[src/include/pyramid_config.svh]
`ifndef PYRAMID_CONFIG_SVH
`define PYRAMID_CONFIG_SVH

// greyscale pixel depth in bits
`define PYR_BIT_DEPTH 8

// source image size, both dimensions even so octave 2 halves cleanly
`define PYR_TOP_WIDTH 16
`define PYR_TOP_HEIGHT 16

// cycles from ext_read_addr to ext_pixel_in
`define PYR_SRC_LATENCY 2

`endif
[src/rtl/pyramid_pkg.sv]
`default_nettype none

`include "pyramid_config.svh"

package pyramid_pkg;

    typedef logic [`PYR_BIT_DEPTH-1:0] pixel_t;

    // one raster address width for every level, sized by the top image
    localparam int ADDR_W = $clog2(`PYR_TOP_WIDTH * `PYR_TOP_HEIGHT);
    typedef logic [ADDR_W-1:0] addr_t;

    // tag on the shared write port
    typedef enum logic [1:0] {O1L1, O1L2, O2L1, O2L2} level_e;

    typedef enum logic [2:0] {IDLE, LOAD, BLUR1, DOWN, BLUR2} stage_e;

endpackage

`default_nettype wire

[src/rtl/gaussian_pyramid.sv]
`default_nettype none

`include "pyramid_config.svh"

// two octave, two level gaussian pyramid with one tagged write port
module gaussian_pyramid (
    input  wire                      clk_in,
    input  wire                      rst_in,
    input  wire                      start_in,
    output pyramid_pkg::addr_t       ext_read_addr,
    output logic                     ext_read_valid,
    input  wire pyramid_pkg::pixel_t ext_pixel_in,
    output logic                     write_valid,
    output pyramid_pkg::level_e      level,
    output pyramid_pkg::addr_t       write_addr,
    output pyramid_pkg::pixel_t      pixel_out,
    output logic                     pyramid_done
);

    localparam int LAT = `PYR_SRC_LATENCY;
    localparam int TOP_W = `PYR_TOP_WIDTH;
    localparam int TOP_H = `PYR_TOP_HEIGHT;

    pyramid_pkg::stage_e stage;
    logic                src_valid;
    logic                blur1_start, blur1_done;
    logic                down_start, down_done;
    logic                blur2_start, blur2_done;

    pyramid_pkg::addr_t  addr_pipe [LAT];
    logic                load_valid;
    pyramid_pkg::addr_t  load_addr;
    pyramid_pkg::pixel_t load_pixel;

    pyramid_pkg::pixel_t a_rd_data, b_rd_data, c_rd_data;
    pyramid_pkg::addr_t  blur1_rd_addr, down_rd_addr, blur2_rd_addr;
    logic                blur1_wr_valid, down_wr_valid, blur2_wr_valid;
    pyramid_pkg::addr_t  blur1_wr_addr, down_wr_addr, blur2_wr_addr;
    pyramid_pkg::pixel_t blur1_wr_data, down_wr_data, blur2_wr_data;

    pyramid_sequencer sequencer (
        .clk_in, .rst_in, .start(start_in),
        .src_addr(ext_read_addr), .src_read(ext_read_valid), .src_valid, .stage,
        .blur1_start, .blur1_done, .down_start, .down_done,
        .blur2_start, .blur2_done, .pyramid_done
    );

    // source address delayed to line up with the returning pixel
    always_ff @(posedge clk_in) begin
        addr_pipe[0] <= ext_read_addr;
        for (int i = 1; i < LAT; i++) begin
            addr_pipe[i] <= addr_pipe[i-1];
        end
        load_addr  <= addr_pipe[LAT-1];
        load_pixel <= ext_pixel_in;
    end

    always_ff @(posedge clk_in) begin
        if (rst_in) begin
            load_valid <= 1'b0;
        end else begin
            load_valid <= src_valid; // written out one cycle after return
        end
    end

    level_buffer #(.DEPTH(TOP_W * TOP_H)) buf_a (
        .clk_in, .wr_en(load_valid && (stage == pyramid_pkg::LOAD)),
        .wr_addr(load_addr), .wr_data(load_pixel),
        .rd_addr(blur1_rd_addr), .rd_data(a_rd_data)
    );
    level_buffer #(.DEPTH(TOP_W * TOP_H)) buf_b (
        .clk_in, .wr_en(blur1_wr_valid && (stage == pyramid_pkg::BLUR1)),
        .wr_addr(blur1_wr_addr), .wr_data(blur1_wr_data),
        .rd_addr(down_rd_addr), .rd_data(b_rd_data)
    );
    level_buffer #(.DEPTH(TOP_W * TOP_H / 4)) buf_c (
        .clk_in, .wr_en(down_wr_valid && (stage == pyramid_pkg::DOWN)),
        .wr_addr(down_wr_addr), .wr_data(down_wr_data),
        .rd_addr(blur2_rd_addr), .rd_data(c_rd_data)
    );

    blur_engine #(.WIDTH(TOP_W), .HEIGHT(TOP_H)) blur_o1 (
        .clk_in, .rst_in, .start(blur1_start),
        .rd_addr(blur1_rd_addr), .rd_data(a_rd_data),
        .wr_valid(blur1_wr_valid), .wr_addr(blur1_wr_addr), .wr_data(blur1_wr_data),
        .done(blur1_done)
    );
    downsample_engine #(.OLD_WIDTH(TOP_W), .OLD_HEIGHT(TOP_H)) downsampler (
        .clk_in, .rst_in, .start(down_start),
        .rd_addr(down_rd_addr), .rd_data(b_rd_data),
        .wr_valid(down_wr_valid), .wr_addr(down_wr_addr), .wr_data(down_wr_data),
        .done(down_done)
    );
    blur_engine #(.WIDTH(TOP_W / 2), .HEIGHT(TOP_H / 2)) blur_o2 (
        .clk_in, .rst_in, .start(blur2_start),
        .rd_addr(blur2_rd_addr), .rd_data(c_rd_data),
        .wr_valid(blur2_wr_valid), .wr_addr(blur2_wr_addr), .wr_data(blur2_wr_data),
        .done(blur2_done)
    );

    // one write stream per stage reaches the output port
    always_comb begin
        write_valid = 1'b0;
        level       = pyramid_pkg::O1L1;
        write_addr  = '0;
        pixel_out   = '0;
        case (stage)
            pyramid_pkg::LOAD: begin
                write_valid = load_valid;
                write_addr  = load_addr;
                pixel_out   = load_pixel;
            end
            pyramid_pkg::BLUR1: begin
                write_valid = blur1_wr_valid;
                level       = pyramid_pkg::O1L2;
                write_addr  = blur1_wr_addr;
                pixel_out   = blur1_wr_data;
            end
            pyramid_pkg::DOWN: begin
                write_valid = down_wr_valid;
                level       = pyramid_pkg::O2L1;
                write_addr  = down_wr_addr;
                pixel_out   = down_wr_data;
            end
            pyramid_pkg::BLUR2: begin
                write_valid = blur2_wr_valid; // O2L2 leaves only through here
                level       = pyramid_pkg::O2L2;
                write_addr  = blur2_wr_addr;
                pixel_out   = blur2_wr_data;
            end
            default: ;
        endcase
    end

endmodule

`default_nettype wire

[src/rtl/pyramid_sequencer.sv]
`default_nettype none

`include "pyramid_config.svh"

// stage FSM: load source, blur octave 1, downsample, blur octave 2
module pyramid_sequencer (
    input  wire                 clk_in,
    input  wire                 rst_in,
    input  wire                 start,
    output pyramid_pkg::addr_t  src_addr,
    output logic                src_read,
    output logic                src_valid,
    output pyramid_pkg::stage_e stage,
    output logic                blur1_start,
    input  wire                 blur1_done,
    output logic                down_start,
    input  wire                 down_done,
    output logic                blur2_start,
    input  wire                 blur2_done,
    output logic                pyramid_done
);

    localparam int LAT = `PYR_SRC_LATENCY;
    localparam int NUM_PIX = `PYR_TOP_WIDTH * `PYR_TOP_HEIGHT;

    logic [LAT-1:0] read_pipe;
    logic [LAT:0]   last_pipe; // one stage longer, covers the load write
    logic           read_last;

    assign read_last = src_read && (src_addr == pyramid_pkg::addr_t'(NUM_PIX - 1));
    assign src_valid = read_pipe[LAT-1]; // pixel is on ext_pixel_in now

    // end of BLUR2 closes the run
    assign pyramid_done = (stage == pyramid_pkg::BLUR2) && blur2_done;

    always_ff @(posedge clk_in) begin
        if (rst_in) begin
            stage       <= pyramid_pkg::IDLE;
            src_addr    <= '0;
            src_read    <= 1'b0;
            read_pipe   <= '0;
            last_pipe   <= '0;
            blur1_start <= 1'b0;
            down_start  <= 1'b0;
            blur2_start <= 1'b0;
        end else begin
            read_pipe   <= LAT'({read_pipe, src_read});
            last_pipe   <= (LAT + 1)'({last_pipe, read_last});
            blur1_start <= 1'b0;
            down_start  <= 1'b0;
            blur2_start <= 1'b0;
            case (stage)
                pyramid_pkg::IDLE: begin
                    if (start) begin
                        stage    <= pyramid_pkg::LOAD;
                        src_addr <= '0;
                        src_read <= 1'b1;
                    end
                end
                pyramid_pkg::LOAD: begin
                    if (src_read) begin
                        if (read_last) begin
                            src_read <= 1'b0;
                        end else begin
                            src_addr <= src_addr + 1'b1;
                        end
                    end
                    // last source pixel has been written out
                    if (last_pipe[LAT]) begin
                        stage       <= pyramid_pkg::BLUR1;
                        blur1_start <= 1'b1;
                    end
                end
                pyramid_pkg::BLUR1: begin
                    if (blur1_done) begin
                        stage      <= pyramid_pkg::DOWN;
                        down_start <= 1'b1;
                    end
                end
                pyramid_pkg::DOWN: begin
                    if (down_done) begin
                        stage       <= pyramid_pkg::BLUR2;
                        blur2_start <= 1'b1;
                    end
                end
                pyramid_pkg::BLUR2: begin
                    if (blur2_done) begin
                        stage <= pyramid_pkg::IDLE;
                    end
                end
                default: stage <= pyramid_pkg::IDLE;
            endcase
        end
    end

endmodule

`default_nettype wire

[src/rtl/downsample_engine.sv]
`default_nettype none

// keeps pixel (2x, 2y) of the old image as pixel (x, y) of the new one
module downsample_engine #(
    parameter int OLD_WIDTH = 16,
    parameter int OLD_HEIGHT = 16
) (
    input  wire                      clk_in,
    input  wire                      rst_in,
    input  wire                      start,
    output pyramid_pkg::addr_t       rd_addr,
    input  wire pyramid_pkg::pixel_t rd_data,
    output logic                     wr_valid,
    output pyramid_pkg::addr_t       wr_addr,
    output pyramid_pkg::pixel_t      wr_data,
    output logic                     done
);

    localparam int NEW_W = OLD_WIDTH / 2;
    localparam int NEW_H = OLD_HEIGHT / 2;
    localparam int XW = $clog2(NEW_W);
    localparam int YW = $clog2(NEW_H);

    logic               busy;
    logic [XW-1:0]      hx;
    logic [YW-1:0]      hy;
    logic               rd_pend;
    pyramid_pkg::addr_t cur_addr;
    pyramid_pkg::addr_t pend_addr;

    assign rd_addr  = pyramid_pkg::addr_t'(2 * hy * OLD_WIDTH + 2 * hx);
    assign cur_addr = pyramid_pkg::addr_t'(hy * NEW_W + hx); // half size raster address

    always_ff @(posedge clk_in) begin
        if (rst_in) begin
            busy     <= 1'b0;
            hx       <= '0;
            hy       <= '0;
            rd_pend  <= 1'b0;
            wr_valid <= 1'b0;
            done     <= 1'b0;
        end else begin
            rd_pend  <= busy;
            wr_valid <= rd_pend;
            done     <= wr_valid && (wr_addr == pyramid_pkg::addr_t'(NEW_W * NEW_H - 1));
            if (start && !busy) begin
                busy <= 1'b1;
                hx   <= '0;
                hy   <= '0;
            end else if (busy) begin
                if (hx != XW'(NEW_W - 1)) begin
                    hx <= hx + 1'b1;
                end else begin
                    hx <= '0;
                    if (hy != YW'(NEW_H - 1)) begin
                        hy <= hy + 1'b1;
                    end else begin
                        hy   <= '0;
                        busy <= 1'b0;
                    end
                end
            end
        end
    end

    // address rides along with the read, two cycles to the write
    always_ff @(posedge clk_in) begin
        pend_addr <= cur_addr;
        wr_addr   <= pend_addr;
        wr_data   <= rd_data;
    end

endmodule

`default_nettype wire

[src/rtl/blur_engine.sv]
`default_nettype none

// 3x3 gaussian (1 2 1 / 2 4 2 / 1 2 1) over an image held in a level buffer
// nine reads per output pixel, edges clamped
module blur_engine #(
    parameter int WIDTH = 16,
    parameter int HEIGHT = 16
) (
    input  wire                      clk_in,
    input  wire                      rst_in,
    input  wire                      start,
    output pyramid_pkg::addr_t       rd_addr,
    input  wire pyramid_pkg::pixel_t rd_data,
    output logic                     wr_valid,
    output pyramid_pkg::addr_t       wr_addr,
    output pyramid_pkg::pixel_t      wr_data,
    output logic                     done
);

    localparam int XW = $clog2(WIDTH);
    localparam int YW = $clog2(HEIGHT);
    localparam int ACC_W = $bits(pyramid_pkg::pixel_t) + 4; // kernel sums to 16
    localparam int NUM_PIX = WIDTH * HEIGHT;

    logic             busy;
    logic [XW-1:0]    x;
    logic [YW-1:0]    y;
    logic [XW-1:0]    sx;
    logic [YW-1:0]    sy;
    logic [1:0]       tap_col;
    logic [1:0]       tap_row;
    logic [1:0]       shift;
    logic [1:0]       shift_q;
    logic             rd_pend;
    logic             first_q;
    logic             last_q;
    logic [ACC_W-1:0] acc;
    logic [ACC_W-1:0] weighted;
    logic [ACC_W-1:0] sum;
    pyramid_pkg::addr_t out_addr;

    // tap coordinate, clamped to the image
    always_comb begin
        case (tap_col)
            2'd0:    sx = (x == '0) ? x : x - 1'b1;
            2'd2:    sx = (x == XW'(WIDTH - 1)) ? x : x + 1'b1;
            default: sx = x;
        endcase
        case (tap_row)
            2'd0:    sy = (y == '0) ? y : y - 1'b1;
            2'd2:    sy = (y == YW'(HEIGHT - 1)) ? y : y + 1'b1;
            default: sy = y;
        endcase
        rd_addr = pyramid_pkg::addr_t'(sy * WIDTH + sx);
        // weight 1, 2 or 4 as a left shift
        shift = ((tap_col == 2'd1) ? 2'd1 : 2'd0) + ((tap_row == 2'd1) ? 2'd1 : 2'd0);
    end

    assign weighted = ACC_W'(rd_data) << shift_q;
    assign sum = first_q ? weighted : acc + weighted; // tap 0 restarts the sum

    always_ff @(posedge clk_in) begin
        if (rst_in) begin
            busy     <= 1'b0;
            x        <= '0;
            y        <= '0;
            tap_col  <= '0;
            tap_row  <= '0;
            rd_pend  <= 1'b0;
            wr_valid <= 1'b0;
            done     <= 1'b0;
            out_addr <= '0;
        end else begin
            rd_pend  <= busy;
            wr_valid <= rd_pend && last_q;
            done     <= wr_valid && (wr_addr == pyramid_pkg::addr_t'(NUM_PIX - 1));
            if (start && !busy) begin
                busy     <= 1'b1;
                x        <= '0;
                y        <= '0;
                tap_col  <= '0;
                tap_row  <= '0;
                out_addr <= '0;
            end else if (busy) begin
                if (tap_col != 2'd2) begin
                    tap_col <= tap_col + 1'b1;
                end else begin
                    tap_col <= '0;
                    if (tap_row != 2'd2) begin
                        tap_row <= tap_row + 1'b1;
                    end else begin
                        tap_row <= '0;
                        if (x != XW'(WIDTH - 1)) begin
                            x <= x + 1'b1;
                        end else begin
                            x <= '0;
                            if (y != YW'(HEIGHT - 1)) begin
                                y <= y + 1'b1;
                            end else begin
                                y    <= '0;
                                busy <= 1'b0; // last read issued
                            end
                        end
                    end
                end
            end
            if (rd_pend && last_q) begin
                out_addr <= out_addr + 1'b1; // writes come out in raster order
            end
        end
    end

    // tap info follows its read by one cycle, like the buffer data
    always_ff @(posedge clk_in) begin
        shift_q <= shift;
        first_q <= (tap_col == 2'd0) && (tap_row == 2'd0);
        last_q  <= (tap_col == 2'd2) && (tap_row == 2'd2);
        if (rd_pend) begin
            acc <= sum;
        end
        if (rd_pend && last_q) begin
            wr_addr <= out_addr;
            wr_data <= pyramid_pkg::pixel_t'(sum >> 4);
        end
    end

endmodule

`default_nettype wire

[src/rtl/level_buffer.sv]
`default_nettype none

// one pyramid level, simple dual port with a registered read
module level_buffer #(
    parameter int DEPTH = 256
) (
    input  wire                      clk_in,
    input  wire                      wr_en,
    input  wire pyramid_pkg::addr_t  wr_addr,
    input  wire pyramid_pkg::pixel_t wr_data,
    input  wire pyramid_pkg::addr_t  rd_addr,
    output pyramid_pkg::pixel_t      rd_data
);

    localparam int AW = $clog2(DEPTH);

    pyramid_pkg::pixel_t mem [DEPTH];

    always_ff @(posedge clk_in) begin
        if (wr_en) begin
            mem[wr_addr[AW-1:0]] <= wr_data;
        end
        rd_data <= mem[rd_addr[AW-1:0]]; // data lags address by one cycle
    end

endmodule

`default_nettype wire

[config.mk]
export PLATFORM = sky130hd
export DESIGN_NAME = gaussian_pyramid
export DESIGN_NICKNAME = d
export VERILOG_FILES = /design/src/rtl/pyramid_pkg.sv /design/src/rtl/gaussian_pyramid.sv /design/src/rtl/pyramid_sequencer.sv /design/src/rtl/downsample_engine.sv /design/src/rtl/blur_engine.sv /design/src/rtl/level_buffer.sv
export VERILOG_INCLUDE_DIRS = /design/src /design/src/include
export SDC_FILE = /design/constraint.sdc
export NUM_CORES = 2
export LEC_CHECK = 0
export BUFFER_PORTS_ARGS = -buffer_cell sky130_fd_sc_hd__buf_2
export CAP_MARGIN = 20
export CORE_MARGIN = 8
export CORE_UTILIZATION = 40
export CTS_BUF_LIST = sky130_fd_sc_hd__clkbuf_8
export DETAILED_ROUTE_END_ITERATION = 6
export RECOVER_POWER = 100
export SYNTH_ARGS = -nofsm -noshare
export SYNTH_HDL_FRONTEND = slang
export SYNTH_MEMORY_MAX_BITS = 65536
export SYNTH_SLANG_ARGS = --single-unit
[constraint.sdc]
create_clock -name clk_in -period 15 [get_ports clk_in]
set_clock_uncertainty 0.1 [all_clocks]
set_input_delay 2.25 -clock clk_in [delete_from_list [all_inputs] [get_ports clk_in]]
set_output_delay 2.25 -clock clk_in [all_outputs]
set_load 0.05 [all_outputs]
* After elaboration in Yosys (flattened, before gate mapping)
Memory sizes are Yosys's and may differ from the RTL's. A register that Yosys moved wholly into a read port is not among the register bits.
Cells that the tools add are included.
** Cells by class
- Shift-type cells :: 2
- Add/subtract/negate cells :: 25
- Reductions and logical operators :: 48
- Div/mod/pow operators :: 0
- $lt $le $gt $ge :: 0
- Mux-type cells :: 75
- $mul :: 0
- Bitwise logic cells :: 10
- Eq/ne operators :: 37
** Operators with widths (count)
- case mux 8 bit (4 select lines) :: 2
- two-way mux 8 bit :: 7
- two-way mux 3 bit :: 13
- two-way mux 1 bit :: 32
- adder 12 bit :: 2
- adder 8 x 1 -> 8 bit, second input constant :: 3
- two-way mux 12 bit :: 2
- two-way mux 4 bit :: 6
- << shifter 8 x 2 -> 12 bit :: 2
- logical AND 1 bit :: 17
- adder 8 x 4 -> 8 bit :: 2
- == test 8 x 6 -> 1 bit, second input constant :: 2
- == test 8 bit, second input constant :: 2
- case mux 4 bit (2 select lines) :: 2
- case mux 8 bit (2 select lines) :: 1
- case mux 3 bit (5 select lines) :: 1
- adder 3 x 1 -> 3 bit, second input constant :: 4
- inequality test 2 bit, second input constant :: 6
- inequality test 3 bit, second input constant :: 4
- case mux 3 bit (2 select lines) :: 2
- AND reduction 4 bit :: 3
- OR reduction 2 bit :: 6
- inequality test 2 x 1 -> 1 bit, second input constant :: 5
- NOT 1 bit :: 10
- 26 further kinds :: 61
** Word-level totals
- Memory bits (writable) :: 4624
- Memories :: 4
- Flip-flop bits (word level) :: 173
- Latch bits :: 0
- Bits in read-only memories :: 0
** Memory list
- buf_a.mem :: words 256, width 8, rd ports 1, clocked after Yosys merged registers in 1, write ports 1, RTL line level_buffer.sv:17 : pyramid_pkg::pixel_t mem [DEPTH];
- buf_b.mem :: words 256, width 8, rd ports 1, clocked after Yosys merged registers in 1, write ports 1, RTL line level_buffer.sv:17
- buf_c.mem :: words 64, width 8, rd ports 1, clocked after Yosys merged registers in 1, write ports 1, RTL line level_buffer.sv:17
- addr_pipe :: words 2, width 8, rd ports 2, clocked after Yosys merged registers in 1, write ports 2, RTL line gaussian_pyramid.sv:30 : pyramid_pkg::addr_t addr_pipe [LAT];

* Logic depth before layout (Yosys ltp)
- Depth in word-level cells :: 7
- Depth in mapped cells :: 17
- Depth with buffers taken out :: 14

* Cells and area by module
Synthesis repeated with hierarchy kept, for this count alone.
** Second synthesis, totals
- Cell total of the unflattened synthesis :: 9369
- Area total of the unflattened synthesis :: 188862.4 µm²
** Modules (own cells, without submodules)
- level_buffer (buf_a ...) :: cells each 3733, times used 2, area each 79556.3 µm²
- level_buffer (buf_c) :: cells each 940, times used 1, area each 20166.8 µm²
- blur_engine (blur_o1) :: cells each 358, times used 1, area each 3261.9 µm²
- blur_engine (blur_o2) :: cells each 320, times used 1, area each 3144.3 µm²
- gaussian_pyramid :: cells each 124, times used 1, area each 1382.6 µm²
- pyramid_sequencer :: cells each 94, times used 1, area each 922.1 µm²
- downsample_engine :: cells each 67, times used 1, area each 872.1 µm²

* Least setup slack after synthesis
No wires, ideal clock.
- Path kind :: reg2out
- Start :: reg load_pixel[0]
- End :: out pixel_out[0]
- Slack :: 8332 ps
- Cell stages (with the launch flop) :: 2
- Data arrival time :: 4318 ps
- Cells stage by stage :: dfxtp_1 > a221o_1
** On the way
- Cells in the longest elaborated chain, start to end :: 1
** RTL lines
- from (decl) :: RTL line gaussian_pyramid.sv:33 : pyramid_pkg::pixel_t load_pixel;
- from (signal assigned) :: RTL line gaussian_pyramid.sv:55 : load_pixel <= ext_pixel_in;
- case mux 8 bit (4 select lines) :: RTL line gaussian_pyramid.sv:107 : case (stage)
- to (decl) :: RTL line gaussian_pyramid.sv:16 : output pyramid_pkg::pixel_t pixel_out,
No other way between the ends.

* Final worst setup path
- Start :: reg load_pixel[3]
- End :: mem buf_a.mem[252][3] in the netlist's numbering, data pin
** RTL lines (RTL line)
- to (decl) :: level_buffer.sv:17
Straight into the memory's write port.

==> parameters.txt <==
Parameter                              Value

Cells and area
  Finished Cell Area ... roughly 140000 um2
  Fraction of layout cells with a size suffix above 1 ... 14.8%
  Number of fill cells ... 28302
  Storage element area ... 97200 um2
  Area of the multi-input gates ... 31300 um2
  Number of nets in the layout ... around 8100
  Post-synthesis to final-layout area growth ... 10.4%

CTS
  CTS H-Tree Depth ... 6
  Root buffer selected by CTS ... clkbuf_8
  Clock Latency Late Sink ... 1.02 ns
  Number of sinks on the clock net ... 3289
  TritonCTS clock tree ... built
  Post CTS Setup Buffer Count ... 0
  Clock transition at path regs ... around 0.06 ns
  Clock Tree Buf Depth ... 4
  Number of gates resized after CTS ... 0
  TritonCTS Buffers ... 526
  CTS Hold Buffers Added ... 0

Place
  HPWL Detailed ... between 150000 and 200000 um
  Placed Area ... roughly 140000 um2
  Port bufs ... 39
  Gpl congestion ... 0.822

Critical path
  Critical Path Sink ... buf_a.mem[252][3]$_DFFE_PP_
  Peak fanout along the critical path ... 150
  Kind of critical path ... register to register
  Worst Setup Start Kind ... register
  Number of cells on the worst reg-to-reg path ... 2
  Terminus of the critical flop-to-flop path ... buf_a.mem[252][3]$_DFFE_PP_
  Worst setup startpoint ... load_pixel[3]$_DFF_P_
  Worst path arrival time ... approximately 10 ns
  Setup slack on the worst flop-to-flop path ... 4.92 ns
  Reg2reg start ... load_pixel[3]$_DFF_P_
  Endpoint kind of the worst setup timing path ... register
  Data required time at the worst endpoint ... 14.63 ns

Timing
  RSZ-0062 raised after global routing ... no
  Peak Freq ... approximately 0.099 GHz
  Final Slew Violations ... 3413
  Transition time at the pin with the least slew margin ... 8.89 ns
  Final Hold Viols ... 0
  Post-route fraction of the period consumed by the critical path ... 67.2%
  Post-Route Setup TNS ... 0 ns
  Worst relative slew slack ... -493%
  Minimum clock period ... a little over 10 ns
  Final count of negative-setup-slack endpoints ... 0

Pwr
  Power per cell area ... 119 nW/um2
  Leak pwr ... 45.4 nW
  Switching power share of the total ... 21.0%
  Combinational power share ... 0.7%
  Sequential Power Share ... 58.2%
  Pint ... about 0.014 W
  VDD IR max ... between 0.06 and 0.07 mV
  Switching power summed over all nets ... 0.00362 W
  Fraction of power consumed by the clock network ... 41.1%

Die
  Total core area ... 327000 um2
  Floorplan row count ... 210
  Number of ports placed on the die boundary ... 40
  Area of the die ... 346000 um2
  Starting density of the core ... 40.1%
  Die extent in y ... a little under 600 um
  Horiz. Die Dim ... 588 um

Logic synthesis
  Post-synthesis async set-or-reset flop share ... 0%
  EDFF count, synth ... 3128
  Primary flip-flop cell chosen by synthesis mapping ... edfxtp_1
  Sequential fraction of the synthesis area ... 74.1%
  Syn. warnings ... 0
  Yosys reg bits ... between 3000 and 4000
  Total nets after synthesis ... 7905
  Synth unique cells ... 85
  Cell area after technology mapping ... 131000 um2
  Post-Syn Area per Cell ... 16.7 um2
  Syn Inst Count ... 7843

GRT
  Global route overflow ... 0
  Global router's overall resource usage ... 19.1%
  Antenna violations before repair ... 10
  Maximum number of pins on one net before global-route repair ... 184
  Global-route wire length before repair ... 497000 um
  Number of global-route vias before repair ... 71925

Route
  Final Routed Wirelength ... around 340000 um
  Detail-routed net length per standard cell ... 26.7 um
  First-iteration detailed-routing DRC count ... slightly below 8000
  Number of vias per cell after detailed routing ... 5.65
  Residual DRC count ... 0
  Antenna-violating nets left ... 0
  Routed vias ... approximately 72000
  Detailed-router iteration count before antenna repair ... 7

Worst hold path
  Class of the tightest hold or removal check ... register to register

Job
  Number of maximum-capacitance violations ... 57

Run status
  Outcome ... finished, violations left
  Violated checks ... max-capacitance violations, max-slew violations
-- Yosys cell counts, types with 24 or more instances --
cell type	instances	area share, %
buf_2	145	0.55
a21oi_1	97	0.37
o21ai_0	54	0.21
nor3_1	28	0.11
nor2_1	499	1.4
buf_4	27	0.15
and3_1	145	0.69
dfxtp_1	161	2.5
nand2_1	1096	3.1
mux2i_1	556	4.2
buf_1	47	0.13
a22oi_1	36	0.21
ha_1	49	0.47
mux4_2	419	7.2
a31oi_1	109	0.52
buf_6	47	0.40
mux2_2	34	0.29
nor2b_1	35	0.17
clkbuf_1	204	0.58
edfxtp_1	3128	72
inv_1	38	0.11
o22ai_1	24	0.11
a311oi_1	131	0.88
nand3_1	319	1.2
a211oi_1	74	0.42
nand4_1	35	0.17
-- cell usage in the layout, fill, tap and decap left out, types with 13 or more instances in the layout --
cell type   netlist  final
inv_1            38    203
clkbuf_8          0    559
and3_1          145    145
nand2_1        1096   1095
a221o_1          15     15
clkbuf_1        204     88
clkinv_2          0     49
mux2i_1         556    556
nor2b_1          35     35
edfxtp_1       3128   3128
o21ai_0          54     55
buf_4            27     68
inv_6             0     18
a211oi_1         74     75
clkinv_1          0     98
a31oi_1         109    109
nand4_1          35     35
nor4_1           21     20
buf_2           145     13
a21oi_1          97     97
o221ai_1         20     19
mux2_2           34     34
xor2_1           13     13
clkinvlp_4        0     16
a221oi_1         17     17
nor2_1          499    497
a311oi_1        131    131
xnor2_1          16     16
nor3_1           28     27
a22oi_1          36     36
o22ai_1          24     24
nand3_1         319    319
dfxtp_1         161    157
a22o_1           22     22
mux4_2          419    419
nor3b_1          22     21
ha_1             49     49
-- cells by family after synthesis --
group / Yosys count / synth area share (%)
flops: 3289 / 74.1
mux: 1010 / 11.8
fa+ha+maj: 51 / 0.498
xor+xnor: 29 / 0.194
simple gates: 2268 / 7.56
compound gates: 676 / 3.75
buf+inv: 520 / 2.10
-- routing by layer --
layer  part of all wire, %  GRT usage (%)  up-vias
li1                      -              -    31144
met1                    40           25.9    37349
met2                    47           30.4     3298
met3                   8.8           4.02      658
met4                   4.0           7.01        2
met5                0.0038              0        -
-- state kept, by name, summed over array words and instances (netlist names), 6 cells and up --
name,count
blur_o1.wr_addr,8
downsampler.wr_addr,6
buf_c.mem,512
blur_o1.acc,12
addr_pipe,16
buf_a.rd_data,8
blur_o2.wr_addr,8
buf_a.mem,2048
blur_o2.wr_data,8
sequencer.src_addr,8
blur_o2.acc,12
buf_b.mem,512
buf_c.rd_data,8
downsampler.pend_addr,6
blur_o1.out_addr,8
blur_o2.out_addr,8
downsampler.wr_data,8
blur_o1.wr_data,8
load_addr,8
load_pixel,8
buf_b.rd_data,8
-- stage by stage --
step	power, W	instances	setup slack [ns]	utilization [%]	hold slack (ns)
final	0.0172	12816	4.92	44.3	0.199
after global routing	0.0178	12813	4.41	44.3	0.189
after CTS	0.0174	12798	8.64	44.4	0.212
after detailed placement	0.0103	11884	8.66	41.5	0.212
after global placement	0.0103	11879	8.23	41.5	0.210
after floorplan	0.0103	7843	8.33	-	0.210
-- power groups by stage --
| stage | registers, W | clock network [W] | logic (W) |
|---|---|---|---|
| 2_1_floorplan | 0.0103 | 0 | 0.0000154 |
| 3_3_place_gp | 0.0102 | 0 | 0.000114 |
| 3_5_place_dp | 0.0102 | 0 | 0.000120 |
| 4_1_cts | 0.0100 | 0.00723 | 0.000120 |
| 5_1_grt | 0.0100 | 0.00760 | 0.000123 |
| 6_report | 0.0100 | 0.00710 | 0.000116 |
-- critical path, cell delays in order (launching register included) --
cell      delay, ns
dfxtp_1        0.93
clkbuf_1       2.33
clkbuf_1       5.06
-- final cells by class --
cell class | instances | share of cell area [%]
Sequential cell | 3289 | 67.1
Multi-Input combinational cell | 4034 | 21.6
Clock buffer | 558 | 5.31
Tap cell | 4346 | 3.76
Clock inverter | 356 | 1.24
Timing Repair Buffer | 184 | 0.828
Inverter | 38 | 0.0986
Antenna cell | 11 | 0.0190
-- how the worst min path moves through the flow --
stage               cells past startpoint  slack, ns               startpoint                 endpoint
detailed placement                      0       0.21  addr_pipe[1][4]$_DFF_P_     load_addr[4]$_DFF_P_
global placement                        0       0.21  addr_pipe[0][0]$_DFF_P_  addr_pipe[1][0]$_DFF_P_
finish                                  0       0.20  addr_pipe[1][4]$_DFF_P_     load_addr[4]$_DFF_P_
CTS                                     0       0.21  addr_pipe[1][4]$_DFF_P_     load_addr[4]$_DFF_P_
floorplan                               0       0.21  addr_pipe[0][0]$_DFF_P_  addr_pipe[1][0]$_DFF_P_
global route                            0       0.19  addr_pipe[1][4]$_DFF_P_     load_addr[4]$_DFF_P_
Power figures use the tool's default switching activity.
